## src/hw/cu_pkg.sv

```systemverilog
//////////////////////////////////////////////////////////////////////
// Shared types and constants of the exception control unit
// Only the RV32 encodings the control unit reacts to are listed
//////////////////////////////////////////////////////////////////////

package cu_pkg;

	// Field widths
	localparam int ILEN        = 32;
	localparam int OPCODE_LEN  = 7;
	localparam int FUNCT3_LEN  = 3;
	localparam int FUNCT7_LEN  = 7;
	localparam int IMM12_LEN   = 12;
	localparam int EXCEPT_LEN  = 4;
	localparam int ROB_IDX_LEN = 3;

	typedef logic [ILEN-1:0]        instr_t;
	typedef logic [EXCEPT_LEN-1:0]  except_code_t;
	typedef logic [ROB_IDX_LEN-1:0] rob_idx_t;

	localparam rob_idx_t ROB_LAST = '1;

	// RISC-V exception causes
	localparam except_code_t E_I_ADDR_MISALIGNED   = 4'd0;
	localparam except_code_t E_I_ACCESS_FAULT      = 4'd1;
	localparam except_code_t E_ILLEGAL_INSTRUCTION = 4'd2;
	localparam except_code_t E_LD_ADDR_MISALIGNED  = 4'd4;
	localparam except_code_t E_LD_ACCESS_FAULT     = 4'd5;
	localparam except_code_t E_ST_ADDR_MISALIGNED  = 4'd6;
	localparam except_code_t E_ST_ACCESS_FAULT     = 4'd7;
	localparam except_code_t E_ENV_CALL_SMODE      = 4'd9;
	localparam except_code_t E_ENV_CALL_MMODE      = 4'd11;
	localparam except_code_t E_INSTR_PAGE_FAULT    = 4'd12;
	localparam except_code_t E_LD_PAGE_FAULT       = 4'd13;
	localparam except_code_t E_ST_PAGE_FAULT       = 4'd15;

	// Major opcodes
	localparam logic [OPCODE_LEN-1:0] OPCODE_JAL      = 7'b1101111;
	localparam logic [OPCODE_LEN-1:0] OPCODE_BRANCH   = 7'b1100011;
	localparam logic [OPCODE_LEN-1:0] OPCODE_LOAD     = 7'b0000011;
	localparam logic [OPCODE_LEN-1:0] OPCODE_STORE    = 7'b0100011;
	localparam logic [OPCODE_LEN-1:0] OPCODE_MISC_MEM = 7'b0001111; // fence, fence.i
	localparam logic [OPCODE_LEN-1:0] OPCODE_SYSTEM   = 7'b1110011;

	localparam logic [FUNCT3_LEN-1:0] FUNCT3_PRIV       = 3'b000;
	localparam logic [FUNCT7_LEN-1:0] FUNCT7_SFENCE_VMA = 7'b0001001;

	// Immediate field of the privileged SYSTEM group
	localparam logic [IMM12_LEN-1:0] IMM_ECALL  = 12'h000;
	localparam logic [IMM12_LEN-1:0] IMM_EBREAK = 12'h001;

	typedef enum logic [3:0] {
		CLS_OTHER,
		CLS_JUMP,
		CLS_LDST,
		CLS_BRANCH,
		CLS_FENCE,
		CLS_SFENCE,
		CLS_ECALL,
		CLS_EBREAK
	} instr_class_t;

	typedef enum logic [3:0] {
		ST_RESET,
		ST_RESUME,
		ST_JUMP,
		ST_LDST,
		ST_BRANCH,
		ST_FENCE,
		ST_WAIT,
		ST_ECALL,
		ST_EBREAK
	} cu_state_e;

	typedef enum logic [1:0] {
		NO_FLUSH,
		FLUSH_ASID,
		FLUSH_ALL
	} tlb_flush_e;

endpackage

```

## src/hw/cu_instr_decode.sv

```systemverilog
//////////////////////////////////////////////////////////////////////
// Purely combinational, so the class follows instr_i in the same cycle
// SYSTEM encodings other than ecall, ebreak and sfence.vma give CLS_OTHER
//////////////////////////////////////////////////////////////////////

`timescale 1ns/10ps

module cu_instr_decode import cu_pkg::*; (
	input  instr_t       instr_i,
	input  logic         instr_valid_i,
	output instr_class_t instr_class_o
);

	logic [OPCODE_LEN-1:0] opcode;
	logic [FUNCT3_LEN-1:0] funct3;
	logic [FUNCT7_LEN-1:0] funct7;
	logic [IMM12_LEN-1:0]  imm12;

	assign opcode = instr_i[OPCODE_LEN-1:0];
	assign funct3 = instr_i[14:12];
	assign funct7 = instr_i[31:25];
	assign imm12  = instr_i[31:20];

	always_comb begin
		instr_class_o = CLS_OTHER;

		if (instr_valid_i) begin
			unique case (opcode)
				OPCODE_JAL: instr_class_o = CLS_JUMP;
				OPCODE_BRANCH: instr_class_o = CLS_BRANCH;
				OPCODE_LOAD,
				OPCODE_STORE: instr_class_o = CLS_LDST;
				OPCODE_MISC_MEM: instr_class_o = CLS_FENCE;  // Both fence and fence.i
				OPCODE_SYSTEM: begin
					if (funct3 == FUNCT3_PRIV) begin
						// sfence.vma carries rs1/rs2 in the low imm bits
						if (funct7 == FUNCT7_SFENCE_VMA) begin
							instr_class_o = CLS_SFENCE;
						end else if (imm12 == IMM_ECALL) begin
							instr_class_o = CLS_ECALL;
						end else if (imm12 == IMM_EBREAK) begin
							instr_class_o = CLS_EBREAK;
						end
					end
				end
				default: instr_class_o = CLS_OTHER;
			endcase
		end
	end

endmodule

```

## src/hw/cu_ctrl_fsm.sv

```systemverilog
//////////////////////////////////////////////////////////////////////
// Control FSM, one cycle from sampled inputs to the new state
// Fences wait in ST_WAIT for as long as l2c_update_done_i stays low
//////////////////////////////////////////////////////////////////////

`timescale 1ns/10ps

module cu_ctrl_fsm import cu_pkg::*; (
	input  logic         clk_i,
	input  logic         rst_n_i,
	input  instr_class_t instr_class_i,
	input  logic         except_raised_i,
	input  logic         l2c_update_done_i,
	output cu_state_e    state_o,
	output instr_class_t held_class_o
);

	cu_state_e    state_q;
	cu_state_e    state_d;
	instr_class_t held_class_q;
	logic         leave_resume;

	// Next state
	always_comb begin
		state_d = state_q;

		unique case (state_q)
			ST_RESET: state_d = ST_RESUME;

			ST_RESUME: begin
				unique case (instr_class_i)
					// These only trap when the exception flag is up
					CLS_JUMP: begin
						if (except_raised_i) begin
							state_d = ST_JUMP;
						end
					end
					CLS_LDST: begin
						if (except_raised_i) begin
							state_d = ST_LDST;
						end
					end
					CLS_BRANCH: begin
						if (except_raised_i) begin
							state_d = ST_BRANCH;
						end
					end
					CLS_FENCE,
					CLS_SFENCE: state_d = ST_FENCE;
					CLS_ECALL: state_d = ST_ECALL;
					CLS_EBREAK: state_d = ST_EBREAK;
					default: state_d = ST_RESUME;
				endcase
			end

			ST_JUMP,
			ST_LDST,
			ST_BRANCH,
			ST_ECALL,
			ST_EBREAK: begin
				if (!except_raised_i) begin
					state_d = ST_RESUME;    // Held while the exception is up
				end
			end

			ST_FENCE: begin
				if (l2c_update_done_i) begin
					state_d = ST_RESUME;
				end else begin
					state_d = ST_WAIT;
				end
			end

			ST_WAIT: begin
				if (l2c_update_done_i) begin
					state_d = ST_RESUME;
				end
			end

			default: state_d = ST_RESET;
		endcase
	end

	assign leave_resume = (state_q == ST_RESUME) && (state_d != ST_RESUME);

	always_ff @(posedge clk_i or negedge rst_n_i) begin
		if (!rst_n_i) begin
			state_q <= ST_RESET;
		end else begin
			state_q <= state_d;
		end
	end

	// Class of the instruction that left ST_RESUME, used by the result stage
	always_ff @(posedge clk_i or negedge rst_n_i) begin
		if (!rst_n_i) begin
			held_class_q <= CLS_OTHER;
		end else if (leave_resume) begin
			held_class_q <= instr_class_i;
		end
	end

	assign state_o      = state_q;
	assign held_class_o = held_class_q;

endmodule

```

## src/hw/cu_ctrl_result.sv

```systemverilog
//////////////////////////////////////////////////////////////////////
// All outputs registered one cycle after the state
// except_code_i and commit_head_i are delayed a cycle to match the state
//////////////////////////////////////////////////////////////////////

`timescale 1ns/10ps

module cu_ctrl_result import cu_pkg::*; (
	input  logic         clk_i,
	input  logic         rst_n_i,
	input  cu_state_e    state_i,
	input  instr_class_t held_class_i,
	input  except_code_t except_code_i,
	input  rob_idx_t     commit_head_i,
	output logic         flush_o,
	output logic         stall_o,
	output logic         abort_o,
	output logic         clr_l1tlb_mshr_o,
	output logic         clr_l2tlb_mshr_o,
	output logic         clr_dmshr_o,
	output logic         synch_l1dc_l2c_o,
	output tlb_flush_e   l1tlb_flush_type_o,
	output tlb_flush_e   l2tlb_flush_type_o
);

	except_code_t code_q;       // Taken with the instruction that set the state
	rob_idx_t     head_q;
	logic         flush_d;
	logic         stall_d;
	logic         abort_d;
	logic         clr_l1tlb_d;
	logic         clr_l2tlb_d;
	logic         clr_dmshr_d;
	logic         synch_d;
	tlb_flush_e   flush_type_d;   // Same type goes to both TLB levels

	// Code and head travel alongside the FSM state register
	always_ff @(posedge clk_i or negedge rst_n_i) begin
		if (!rst_n_i) begin
			code_q <= '0;
			head_q <= '0;
		end else begin
			code_q <= except_code_i;
			head_q <= commit_head_i;
		end
	end

	always_comb begin
		flush_d      = 1'b0;
		stall_d      = 1'b0;
		abort_d      = 1'b0;
		clr_l1tlb_d  = 1'b0;
		clr_l2tlb_d  = 1'b0;
		clr_dmshr_d  = 1'b0;
		synch_d      = 1'b0;
		flush_type_d = NO_FLUSH;

		unique case (state_i)
			ST_RESET: begin
				// One-shot initialisation pulse
				flush_d      = 1'b1;
				clr_l1tlb_d  = 1'b1;
				clr_l2tlb_d  = 1'b1;
				clr_dmshr_d  = 1'b1;
				flush_type_d = FLUSH_ALL;
			end

			ST_JUMP,
			ST_BRANCH,
			ST_ECALL,
			ST_EBREAK: begin
				stall_d      = 1'b1;
				flush_type_d = FLUSH_ASID;
			end

			ST_LDST: begin
				stall_d = 1'b1;
				flush_d = (head_q == ROB_LAST);  // Faulting entry at the ROB end
				unique case (code_q)
					E_I_ADDR_MISALIGNED,
					E_I_ACCESS_FAULT,
					E_INSTR_PAGE_FAULT: begin
						clr_l1tlb_d = 1'b1;
						clr_l2tlb_d = 1'b1;
					end
					E_LD_ADDR_MISALIGNED,
					E_LD_ACCESS_FAULT,
					E_LD_PAGE_FAULT,
					E_ST_ADDR_MISALIGNED,
					E_ST_ACCESS_FAULT,
					E_ST_PAGE_FAULT: clr_dmshr_d = 1'b1;
					E_ILLEGAL_INSTRUCTION: abort_d = 1'b1;
					default: ;
				endcase
			end

			ST_FENCE: begin
				stall_d = 1'b1;
				synch_d = 1'b1;
				if (held_class_i == CLS_SFENCE) begin
					clr_l1tlb_d  = 1'b1;
					clr_l2tlb_d  = 1'b1;
					clr_dmshr_d  = 1'b1;
					flush_type_d = FLUSH_ALL;
				end
			end

			ST_WAIT: begin
				stall_d = 1'b1;
				synch_d = 1'b1;     // Keep requesting until L2 reports done
			end

			default: ;  // ST_RESUME is idle
		endcase
	end

	always_ff @(posedge clk_i or negedge rst_n_i) begin
		if (!rst_n_i) begin
			flush_o            <= 1'b0;
			stall_o            <= 1'b0;
			abort_o            <= 1'b0;
			clr_l1tlb_mshr_o   <= 1'b0;
			clr_l2tlb_mshr_o   <= 1'b0;
			clr_dmshr_o        <= 1'b0;
			synch_l1dc_l2c_o   <= 1'b0;
			l1tlb_flush_type_o <= NO_FLUSH;
			l2tlb_flush_type_o <= NO_FLUSH;
		end else begin
			flush_o            <= flush_d;
			stall_o            <= stall_d;
			abort_o            <= abort_d;
			clr_l1tlb_mshr_o   <= clr_l1tlb_d;
			clr_l2tlb_mshr_o   <= clr_l2tlb_d;
			clr_dmshr_o        <= clr_dmshr_d;
			synch_l1dc_l2c_o   <= synch_d;
			l1tlb_flush_type_o <= flush_type_d;
			l2tlb_flush_type_o <= flush_type_d;
		end
	end

endmodule

```

## src/hw/cu_top.sv

```systemverilog
//////////////////////////////////////////////////////////////////////
// Inputs are plain levels, outputs follow them after two clock edges
//////////////////////////////////////////////////////////////////////

`timescale 1ns/10ps

module cu_top import cu_pkg::*; (
	input  logic         clk_i,
	input  logic         rst_n_i,
	input  instr_t       instr_i,
	input  logic         instr_valid_i,
	input  logic         except_raised_i,
	input  except_code_t except_code_i,
	input  rob_idx_t     commit_head_i,
	input  logic         l2c_update_done_i,
	output logic         flush_o,
	output logic         stall_o,
	output logic         abort_o,
	output logic         clr_l1tlb_mshr_o,
	output logic         clr_l2tlb_mshr_o,
	output logic         clr_dmshr_o,
	output logic         synch_l1dc_l2c_o,
	output tlb_flush_e   l1tlb_flush_type_o,
	output tlb_flush_e   l2tlb_flush_type_o
);

	instr_class_t instr_class;
	instr_class_t held_class;
	cu_state_e    state;

	cu_instr_decode i_decode (
		.instr_i       (instr_i),
		.instr_valid_i (instr_valid_i),
		.instr_class_o (instr_class)
	);

	cu_ctrl_fsm i_fsm (
		.clk_i             (clk_i),
		.rst_n_i           (rst_n_i),
		.instr_class_i     (instr_class),
		.except_raised_i   (except_raised_i),
		.l2c_update_done_i (l2c_update_done_i),
		.state_o           (state),
		.held_class_o      (held_class)
	);

	cu_ctrl_result i_result (
		.clk_i              (clk_i),
		.rst_n_i            (rst_n_i),
		.state_i            (state),
		.held_class_i       (held_class),
		.except_code_i      (except_code_i),
		.commit_head_i      (commit_head_i),
		.flush_o            (flush_o),
		.stall_o            (stall_o),
		.abort_o            (abort_o),
		.clr_l1tlb_mshr_o   (clr_l1tlb_mshr_o),
		.clr_l2tlb_mshr_o   (clr_l2tlb_mshr_o),
		.clr_dmshr_o        (clr_dmshr_o),
		.synch_l1dc_l2c_o   (synch_l1dc_l2c_o),
		.l1tlb_flush_type_o (l1tlb_flush_type_o),
		.l2tlb_flush_type_o (l2tlb_flush_type_o)
	);

endmodule

```

## config.mk

```make
export PLATFORM = sky130hd
export DESIGN_NAME = cu_top
export DESIGN_NICKNAME = d
export VERILOG_FILES = /design/src/hw/cu_pkg.sv /design/src/hw/cu_instr_decode.sv /design/src/hw/cu_ctrl_fsm.sv /design/src/hw/cu_ctrl_result.sv /design/src/hw/cu_top.sv
export SDC_FILE = /design/constraint.sdc
export NUM_CORES = 1
export LEC_CHECK = 0
export BUFFER_PORTS_ARGS = -buffer_cell sky130_fd_sc_hd__buf_2
export CAP_MARGIN = 10
export CORE_MARGIN = 5
export CORE_UTILIZATION = 50
export CTS_BUF_LIST = sky130_fd_sc_hd__clkbuf_4
export DETAILED_ROUTE_END_ITERATION = 6
export PLACE_DENSITY = 0.79
export SYNTH_ARGS = -nofsm -noshare
export SYNTH_HDL_FRONTEND = slang
export SYNTH_SLANG_ARGS = --single-unit
```

## constraint.sdc

```tcl
create_clock -name clk_i -period 3 [get_ports clk_i]
set_input_delay 0.6 -clock clk_i [delete_from_list [all_inputs] [get_ports clk_i]]
set_output_delay 0.6 -clock clk_i [all_outputs]
set_load 0.05 [all_outputs]
```

# After elaboration in Yosys (flattened, before gate mapping)
# Index checks and enable logic that the tools add are counted.
[word_totals]
elab_cells = 85
register_bits = 23
output_inout_bits = 11
input_bits = 44
[op_classes]
mux = 26
n_reduce_logical = 13
eq_ne = 35
[op_table]
columns = ["cell", "n"]
rows = [
  ["== test 4 x 3 -> 1 bit (second input constant)", 13],
  ["one-hot mux 4 bit (5 select lines)", 2],
  ["two-way mux 4 bit", 9],
  ["one-hot mux 4 bit (6 select lines)", 1],
  ["== test 7 bit (second input constant)", 3],
  ["== test 4 x 2 -> 1 bit (second input constant)", 5],
  ["== test 4 bit (second input constant)", 4],
  ["== test 7 x 4 -> 1 bit (second input constant)", 2],
  ["== test 12 x 1 -> 1 bit (second input constant)", 1],
  ["== test 4 x 1 -> 1 bit (second input constant)", 3],
  ["logical NOT 12 bit", 1],
  ["logical NOT 4 bit", 2],
  ["== test 7 x 2 -> 1 bit (second input constant)", 1],
  ["== test 7 x 6 -> 1 bit (second input constant)", 1],
  ["two-way mux 1 bit", 7],
  ["OR reduction 7 bit", 1],
  ["two-way mux 3 bit", 2],
  ["one-hot mux 1 bit (3 select lines)", 2],
  ["one-hot mux 2 bit (3 select lines)", 1],
  ["OR reduction 2 bit", 3],
  ["OR reduction 6 bit", 1],
  ["OR reduction 5 bit", 1],
  ["!= test 4 x 1 -> 1 bit (second input constant)", 1],
  ["OR reduction 4 bit", 1],
  ["6 further kinds", 6],
]

# Depth between registers and ports, before layout
# Gate-level depths: netlist of run 1.
[logic_depth]
depth_word = 13
mapped_depth = 8
depth_no_buf = 7

# Modules after synthesis
# A second synthesis of run 1 with hierarchy kept.
[hier_totals]
cells_unflattened = 130
hier_area_um2 = 1347.5
[modules_own_cells]
columns = ["mod", "area_each_um2", "cells_per_inst", "seq_area_each_um2", "instances"]
rows = [
  ["cu_ctrl_result", 596.8, 45, 375.4, 1],
  ["cu_ctrl_fsm", 544.3, 56, 200.2, 1],
  ["cu_instr_decode", 206.4, 29, 0.0, 1],
]

# Worst setup path before layout of run 1
# Ideal clock, no wire load.
[synth_path]
path_kind = "input to register"
start = "input port instr_i[30]"
end = "register i_fsm.held_class_q[0] (netlist: i_fsm.held_class_o[0])"
setup_slack_ns = 0.507
arrival_time_ns = 2.368
required_ns = 2.875
cell_stages = 8
n_path_buf = 1
setup_time_ns = 0.125
path_cell_list = "nor4b_4 -> nand3_2 -> o2bb2a_4 -> buf_6 -> nand2b_4 -> o311a_4 -> a31oi_4 -> mux2_4"
[synth_between]
elab_chain_len = 13
elab_cells_between_ends = 21
classes_between = "10 x eq/ne; 8 x mux; 3 x reduce/logical"
[synth_rtl]
columns = ["element", "line_no", "text"]
rows = [
  ["start: declaration", "cu_top.sv:10", "input instr_t instr_i,"],
  ["== test 12 x 1 -> 1 bit", "cu_instr_decode.sv:41", "end else if (imm12 == IMM_EBREAK) begin"],
  ["two-way mux 3 bit", "cu_instr_decode.sv:41", ""],
  ["two-way mux 4 bit", "cu_instr_decode.sv:39", "end else if (imm12 == IMM_ECALL) begin"],
  ["two-way mux 4 bit (*)", "cu_instr_decode.sv:37", "if (funct7 == FUNCT7_SFENCE_VMA) begin"],
  ["two-way mux 4 bit (*)", "cu_instr_decode.sv:35", "if (funct3 == FUNCT3_PRIV) begin"],
  ["one-hot mux 4 bit (5 select lines) (*)", "cu_instr_decode.sv:28", "unique case (opcode)"],
  ["two-way mux 4 bit (*)", "cu_instr_decode.sv:27", "if (instr_valid_i) begin"],
  ["== test 4 x 3 -> 1 bit", "cu_ctrl_fsm.sv:31", "unique case (instr_class_i)"],
  ["OR reduction 2 bit", "cu_ctrl_fsm.sv:31", ""],
  ["one-hot mux 4 bit (6 select lines)", "cu_ctrl_fsm.sv:31", ""],
  ["one-hot mux 4 bit (5 select lines)", "cu_ctrl_fsm.sv:27", "unique case (state_q)"],
  ["!= test 4 x 1 -> 1 bit", "cu_ctrl_fsm.sv:84", "assign leave_resume = (state_q == ST_RESUME) && (state_d != ST_RESUME);"],
  ["logical AND 1 bit", "cu_ctrl_fsm.sv:84", ""],
  ["end signal: assignment", "cu_ctrl_fsm.sv:99", "held_class_q <= instr_class_i;"],
  ["end: declaration", "cu_ctrl_fsm.sv:20", "instr_class_t held_class_q;"],
]
# Mark *: on every way between the ends. The rest lies on a longest branch, timed or not.
# A chain may end at the register's enable or synchronous reset.

# Worst setup path in the final report of run 1
[layout_path]
start = "register i_fsm.state_q[0] (netlist: i_fsm.state_o[0])"
end = "register i_fsm.held_class_q[0] (netlist: i_fsm.held_class_o[0])"
[layout_between]
elab_chain_len = 5
elab_cells_between_ends = 19
classes_between = "9 x eq/ne; 7 x mux; 3 x reduce/logical"
[layout_rtl]
columns = ["element", "line_no", "text"]
rows = [
  ["start: declaration", "cu_ctrl_fsm.sv:18", "cu_state_e state_q;"],
  ["start signal: assignment", "cu_ctrl_fsm.sv:90", "state_q <= state_d;"],
  ["== test 4 x 2 -> 1 bit, or another cell as far along", "cu_ctrl_fsm.sv:27", ""],
  ["OR reduction 5 bit / one-hot mux 4 bit (6 select lines) (equally long branches)", "cu_ctrl_fsm.sv:27, cu_ctrl_fsm.sv:31", ""],
  ["one-hot mux 4 bit (5 select lines)", "cu_ctrl_fsm.sv:27", ""],
  ["!= test 4 x 1 -> 1 bit", "cu_ctrl_fsm.sv:84", ""],
  ["logical AND 1 bit (*)", "cu_ctrl_fsm.sv:84", ""],
]
# Marked as above.

==> out/qor.csv, run 1 <==
stage,metric,value,unit
route,Iteration-0 DRC Markers,35,
pwr,Lkg Pwr,0.824,nW
floorplan,row count,19,
synth,register bit total from synthesis,22,
worst_setup_path,Crit path largest cell delay,0.63,ns
cts,CTS H-tree lvls,1,
worst_setup_path,reg2reg setup slack,0.48,ns
cts,Clock Path Buffers,2,
cts,CTS Sinks,22,
worst_setup_path,CP max stage cell,dfrtp_1,
sta,TNS Setup,0,ns
route,number of remaining DRC errors,0,
route,via/cell ratio,5.75,
pwr,switching power,0.323,mW
route,final wirelength,3070,µm
layout,Sequential Area,551,µm²
grt,vias in the first global route,1227,
sta,final hold vios,0,
worst_setup_path,Critical Path Start Type,register,
pwr,switching share of power,0.372,
placed_design,RePlAce Congestion,0.777,
route,first-pass iteration count of the detailed router,4,
synth,Syn Nets,189,
sta,RSZ-0062 raised after global routing,no,
synth,Post-synth ARST share,1.00,
worst_setup_path,Arrival @ worst endpoint,2.72,ns
floorplan,I/O pin total,55,
layout,antenna cells,0,
sta,pins over their slew limit,0,
layout,area grow syn2layout,18.2,%
worst_setup_path,crit path max fanout,14,
synth,main flop type after synthesis,dfrtp_1,
grt,Total GRT Usage,0.161,
sta,Fmax,0.398,GHz
floorplan,Die Y,63.2,µm
floorplan,die span in x,63.2,µm
synth,Post-Syn Area,1420,µm²
cts,hold buffer count at cts,0,
cts,postcts setup bufs,0,
sta,Worst Max-Slew Pin Slew,0.543,ns
cts,"Clk pin slew, worst setup/hold paths",0.13,ns
synth,post-synthesis sequential area ratio,0.389,
pwr,pwr dens,519,nW/µm²
worst_setup_path,FF-to-FF End,i_fsm.held_class_o[0],
layout,share of cells above drive strength 1,0.342,
route,vias,1237,
sta,Final min period,2.52,ns
route,wire per inst,14.3,µm
floorplan,total core area,2730,µm²
worst_setup_path,worst-case reg-to-reg path depth,6,
placed_design,placed wire-length estimate,2480,µm
pwr,sequential share of power,0.406,
sta,Layout Skew,0.00981,ns
sta,Slew Limit Headroom,0.634,
grt,grt total ovfl,0,
synth,"Distinct cells, synth",57,
synth,Post-Synthesis Cells,145,
worst_setup_path,worst-path cell chain,"nor4b_1, o211ai_1, nor3_1, a211oi_4, a31oi_4, mux2_4",
worst_setup_path,launch point of the worst path,i_fsm.state_o[0],
cts,PostCTS Resize Cnt,0,
floorplan,Initial Util,0.518,
pwr,combinational share of power,0.338,
worst_setup_path,crit path kind,register to register,
layout,"Core Util, Final",0.612,
hold_path,HP Class,input port to async pin,
job,max cap viols,0,
grt,initial antenna violation count,0,
synth,Syn Area/Cell,9.77,µm²
placed_design,Buffers on Ports,44,
worst_setup_path,kind of end point of the critical path,register,
pwr,internal power,0.546,mW
grt,first-pass GRT wire length,5380,µm
synth,Synthesis Warnings,0,
sta,Final Cycle Share,0.838,
cts,"Clk Latency, worst-skew pair",0.30,ns
cts,CTS Root Cell,clkbuf_4,
layout,Fillers,234,
layout,Multi-input gate area,771,µm²
synth,number of synthesized flops with an enable pin,0,
sta,"Setup violations, final",0,
cts,Inserted Clock Buffers,3,
status,status,finished clean,
worst_setup_path,Reg2Reg Launch Point,i_fsm.state_o[0],
cts,CTS tree,done,
route,Final ANT Viol Nets,0,
pwr,clock share of power,0.256,
grt,largest net degree at the start of global routing,23,
pwr,Peak VDD IR,0.000800,V
floorplan,die area,4000,µm²
worst_setup_path,worst endpoint required time,3.20,ns
layout,nets,229,
==> state kept, by name (all words and copies together), names as in the netlist, 2 cells and up <==
register,cells
i_fsm.held_class_o,3
i_result.l1tlb_flush_type_o,2
i_result.code_q,4
i_fsm.state_o,4
i_result.head_q,3
==> kinds of logic after synthesis <==
kind of cell    synth area share
compound gates             0.242
xor+xnor                  0.0186
buf+inv                   0.0671
flops                      0.389
mux                       0.0177
simple gates               0.266
==> layout by cell type, fill, tap and decap left out, types with 3 or more instances in the layout <==
master	n
dfrtp_1	22
inv_1	9
nor2_1	14
a21oi_1	7
o21ai_0	8
buf_2	44
clkbuf_4	3
nor3_1	3
nand2_1	10
nand3_1	4
nand3b_1	3
==> critical path, delay by kind of cell (launching register included) <==
| kind | cells | cell delay [ns] |
|---|---|---|
| AOI/OAI and AO/OA | 3 | 0.65 |
| DFF | 1 | 0.63 |
| muxes | 1 | 0.32 |
| and+or+nand+nor | 2 | 0.83 |
==> power groups by stage <==
stage / registers, mW / clock network, mW / logic [mW]
floorplan: 0.426 / 0 / 0.162
global placement: 0.357 / 0 / 0.289
detailed placement: 0.358 / 0 / 0.295
CTS: 0.353 / 0.227 / 0.295
global route: 0.360 / 0.244 / 0.312
finish: 0.353 / 0.222 / 0.294
==> per-stage QoR <==
step	worst slack (ns)	power, mW	instance area, µm²	hold slack, ns	cells
after floorplan	0.507	0.588	1420	0.304	145
after global placement	0.337	0.645	1620	0.442	211
after detailed placement	0.223	0.653	1620	0.456	211
after CTS	0.490	0.875	1670	0.234	215
after global routing	0.359	0.916	1670	0.240	215
final	0.485	0.869	1670	0.226	215
==> how the worst max path moves through the flow <==
| stage | slack [ns] | endpoint | cells past startpoint |
|---|---|---|---|
| 3_3_place_gp | 0.34 | i_fsm.held_class_o[0] | 8 |
| 4_1_cts | 0.49 | i_fsm.held_class_o[0] | 6 |
| 2_1_floorplan | 0.51 | i_fsm.held_class_o[0] | 8 |
| 3_5_place_dp | 0.22 | i_fsm.held_class_o[0] | 8 |
| 5_1_grt | 0.36 | i_fsm.held_class_o[0] | 6 |
| 6_report | 0.48 | i_fsm.held_class_o[0] | 6 |
==> layer usage <==
| layer | vias to the layer above | share of wire | track usage |
|---|---|---|---|
| met1 | 591 | 0.40 | 0.192 |
| li1 | 608 | - | - |
| met4 | 0 | 0.015 | 0.0494 |
| met2 | 32 | 0.54 | 0.287 |
| met3 | 6 | 0.043 | 0.0355 |
| met5 | - | 0 | 0 |
==> area by class of cell <==
type                            instances  area share
Clock inverter                          1      0.0179
Tap cell                               31      0.0232
Multi-Input combinational cell        104       0.460
Timing Repair Buffer                   45       0.136
Clock buffer                            3      0.0135
Sequential cell                        22       0.329
Inverter                                9      0.0202
==> synth_stat cells (all sizes together), types with 2 or more instances <==
cell type	instances	area, µm²
and3	2	12.5
o21ai	8	40.0
and2	2	12.5
o31ai	2	15.0
a211oi	3	35.0
buf	8	53.8
nor3	4	31.3
xor2	2	17.5
nor2	14	52.6
nand3	5	30.0
a31oi	3	33.8
nand2b	2	20.0
clkbuf	2	7.51
nand2	10	37.5
a21oi	7	35.0
o21bai	2	15.0
a21o	2	15.0
nor4b	2	32.5
and4bb	2	28.8
and4	3	28.8
nor4	2	27.5
nand4	2	12.5
nand3b	3	22.5
dfrtp	22	551
o211ai	2	15.0
inv	9	33.8
No activity file was read; power rests on OpenSTA's default activity.
==> run 2, diff against run 1 <==
CORE_UTILIZATION = 45   (was 50)
PLACE_DENSITY = 0.75   (was 0.79)
clock period = 2.2 ns   (was 3 ns; I/O delays follow)
==> run 2 against run 1 <==
Effect of this change: the flow now finishes with violations (negative setup slack); hold slack worse by 0.16 ns; final area up 20%; sequential power up 34%; core utilization up 5.3 points; critical path type unchanged; largest cell class unchanged; largest power group is now combinational logic; highest routed layer unchanged.
==> out/qor.csv, run 2 (synthesized netlist as in run 1, its figures left out) <==
stage,metric,value,unit
floorplan,Die Y,66.1,µm
sta,RSZ-0062 raised after global routing,yes,
layout,"commonest non-fill, non-tap cell in the layout",buf_2,
route,number of remaining DRC errors,0,
floorplan,die area,4370,µm²
status,failing checks,negative setup slack,
worst_setup_path,Reg2Reg Launch Point,i_fsm.state_o[3],
layout,share of cells above drive strength 1,0.491,
floorplan,I/O pin total,55,
worst_setup_path,reg2reg setup slack,-0.05,ns
grt,vias in the first global route,1403,
job,max cap viols,0,
sta,Layout Skew,0.00505,ns
status,status,"complete, but fails checks",
worst_setup_path,crit path max fanout,5,
worst_setup_path,FF-to-FF End,i_fsm.held_class_o[0],
sta,final hold vios,0,
worst_setup_path,worst endpoint required time,2.40,ns
grt,grt total ovfl,0,
worst_setup_path,worst-case reg-to-reg path depth,7,
cts,Clock Path Buffers,2,
sta,"Setup violations, final",1,
placed_design,placed wire-length estimate,2870,µm
floorplan,row count,20,
cts,"Clk pin slew, worst setup/hold paths",0.12,ns
hold_path,HP Class,input port to async pin,
sta,Final Cycle Share,1.02,
layout,antenna cells,0,
grt,Total GRT Usage,0.168,
pwr,total power,1.26,mW
worst_setup_path,Worst path top cell family by delay,compound AO/OA/AOI/OAI gates,
worst_setup_path,kind of end point of the critical path,register,
layout,"Core Util, Final",0.666,
route,vias,1402,
worst_setup_path,critical path buffer and inverter count,2,
sta,Final min period,2.25,ns
pwr,Lkg Pwr,1.02,nW
placed_design,Buffers on Ports,44,
route,first-pass iteration count of the detailed router,4,
layout,most frequent cells in the layout,"buf_2, buf_4, dfrtp_1",
floorplan,total core area,3030,µm²
pwr,pwr dens,623,nW/µm²
sta,Setup WS post-layout,-0.0525,ns
layout,nets,265,
floorplan,Initial Util,0.468,
floorplan,die span in x,66.1,µm
route,via/cell ratio,5.31,
sta,Fmax,0.444,GHz
worst_setup_path,worst-path cell chain,"nor4b_4, buf_4, o211ai_1, buf_4, o311a_4, a31oi_4, mux2_4",
route,wire per inst,14.5,µm
worst_setup_path,CP max stage cell,dfrtp_1,
layout,area grow syn2layout,42.3,%
cts,CTS tree,done,
sta,Slew Limit Headroom,0.688,
cts,CTS H-tree lvls,1,
grt,initial antenna violation count,0,
worst_setup_path,"most used cell, CP",buf_4,
cts,Inserted Clock Buffers,3,
pwr,Peak VDD IR,0.000367,V
worst_setup_path,Critical Path Start Type,register,
cts,"Clk Latency, worst-skew pair",0.30,ns
sta,pins over their slew limit,0,
worst_setup_path,crit path kind,register to register,
sta,Worst Max-Slew Pin Slew,0.468,ns
cts,CTS Root Cell,clkbuf_4,
route,final wirelength,3820,µm
grt,first-pass GRT wire length,5860,µm
worst_setup_path,Crit path largest cell delay,0.45,ns
placed_design,RePlAce Congestion,0.864,
route,Final ANT Viol Nets,0,
worst_setup_path,Arrival @ worst endpoint,2.45,ns
route,Iteration-0 DRC Markers,68,
cts,CTS Sinks,22,
grt,largest net degree at the start of global routing,23,
==> run 2: power breakdown <==
group	leakage (nW)	switching, mW	internal, mW
clock network	0.0279	0.117	0.184
logic	0.709	0.323	0.159
registers	0.283	0.0213	0.451
==> run 2: stage by stage <==
| step | setup WS [ns] | TNS [ns] | area (µm²) | cells | hold slack [ns] |
|---|---|---|---|---|---|
| after global routing | -0.115 | -0.117 | 2020 | 264 | 0.0883 |
| final | -0.0525 | -0.0525 | 2020 | 264 | 0.0663 |
| after CTS | -0.0156 | -0.0156 | 1950 | 259 | 0.0792 |
| after global placement | -0.287 | -0.490 | 1860 | 252 | 0.402 |
| after detailed placement | -0.384 | -0.754 | 1860 | 252 | 0.424 |
| after floorplan | -0.0420 | -0.0420 | 1430 | 145 | 0.144 |
==> run 2: worst register-to-register path, stage by stage, from the launching register on <==
cell      delay [ns]
dfrtp_1         0.45
nor4b_4         0.36
buf_4           0.17
o211ai_1        0.07
buf_4           0.17
o311a_4         0.39
a31oi_4         0.21
mux2_4          0.33
==> run 2: layout make-up <==
cell class,instances,area [µm²]
well taps,44,55.1
clock inverters,1,30.0
multi-input cells,104,821
repair buffers,81,502
fillers,217,1010
inverters,9,33.8
clock buffers,3,22.5
flip-flops and latches,22,552
==> run 2: routing by layer <==
metal | up-vias | track usage | part of all wire
li1 | 682 | - | -
met1 | 685 | 0.187 | 0.39
met2 | 31 | 0.328 | 0.56
met3 | 4 | 0.0425 | 0.034
met4 | 0 | 0.0127 | 0.0094
met5 | - | 0 | 0
==> run 2: how the worst max path moves through the flow <==
stage                           from  slack [ns]               endpoint  cells after the start
detailed placement        instr_i[5]       -0.38  i_fsm.held_class_o[0]                      9
CTS                 i_fsm.state_o[3]       -0.02  i_fsm.held_class_o[0]                      6
global route        i_fsm.state_o[1]       -0.12  i_fsm.held_class_o[0]                      9
finish              i_fsm.state_o[3]       -0.05  i_fsm.held_class_o[0]                      7
floorplan                instr_i[25]       -0.04  i_fsm.held_class_o[0]                      8
global placement          instr_i[5]       -0.29  i_fsm.held_class_o[0]                      8
==> run 2: timing repair <==
action | CTS | global route
gates resized for setup | 3 | 7
pin swaps | 9 | 10
endpoints found under the setup margin | 1 | 2
hold buffers | 0 | 0
setup buffers | 3 | 5
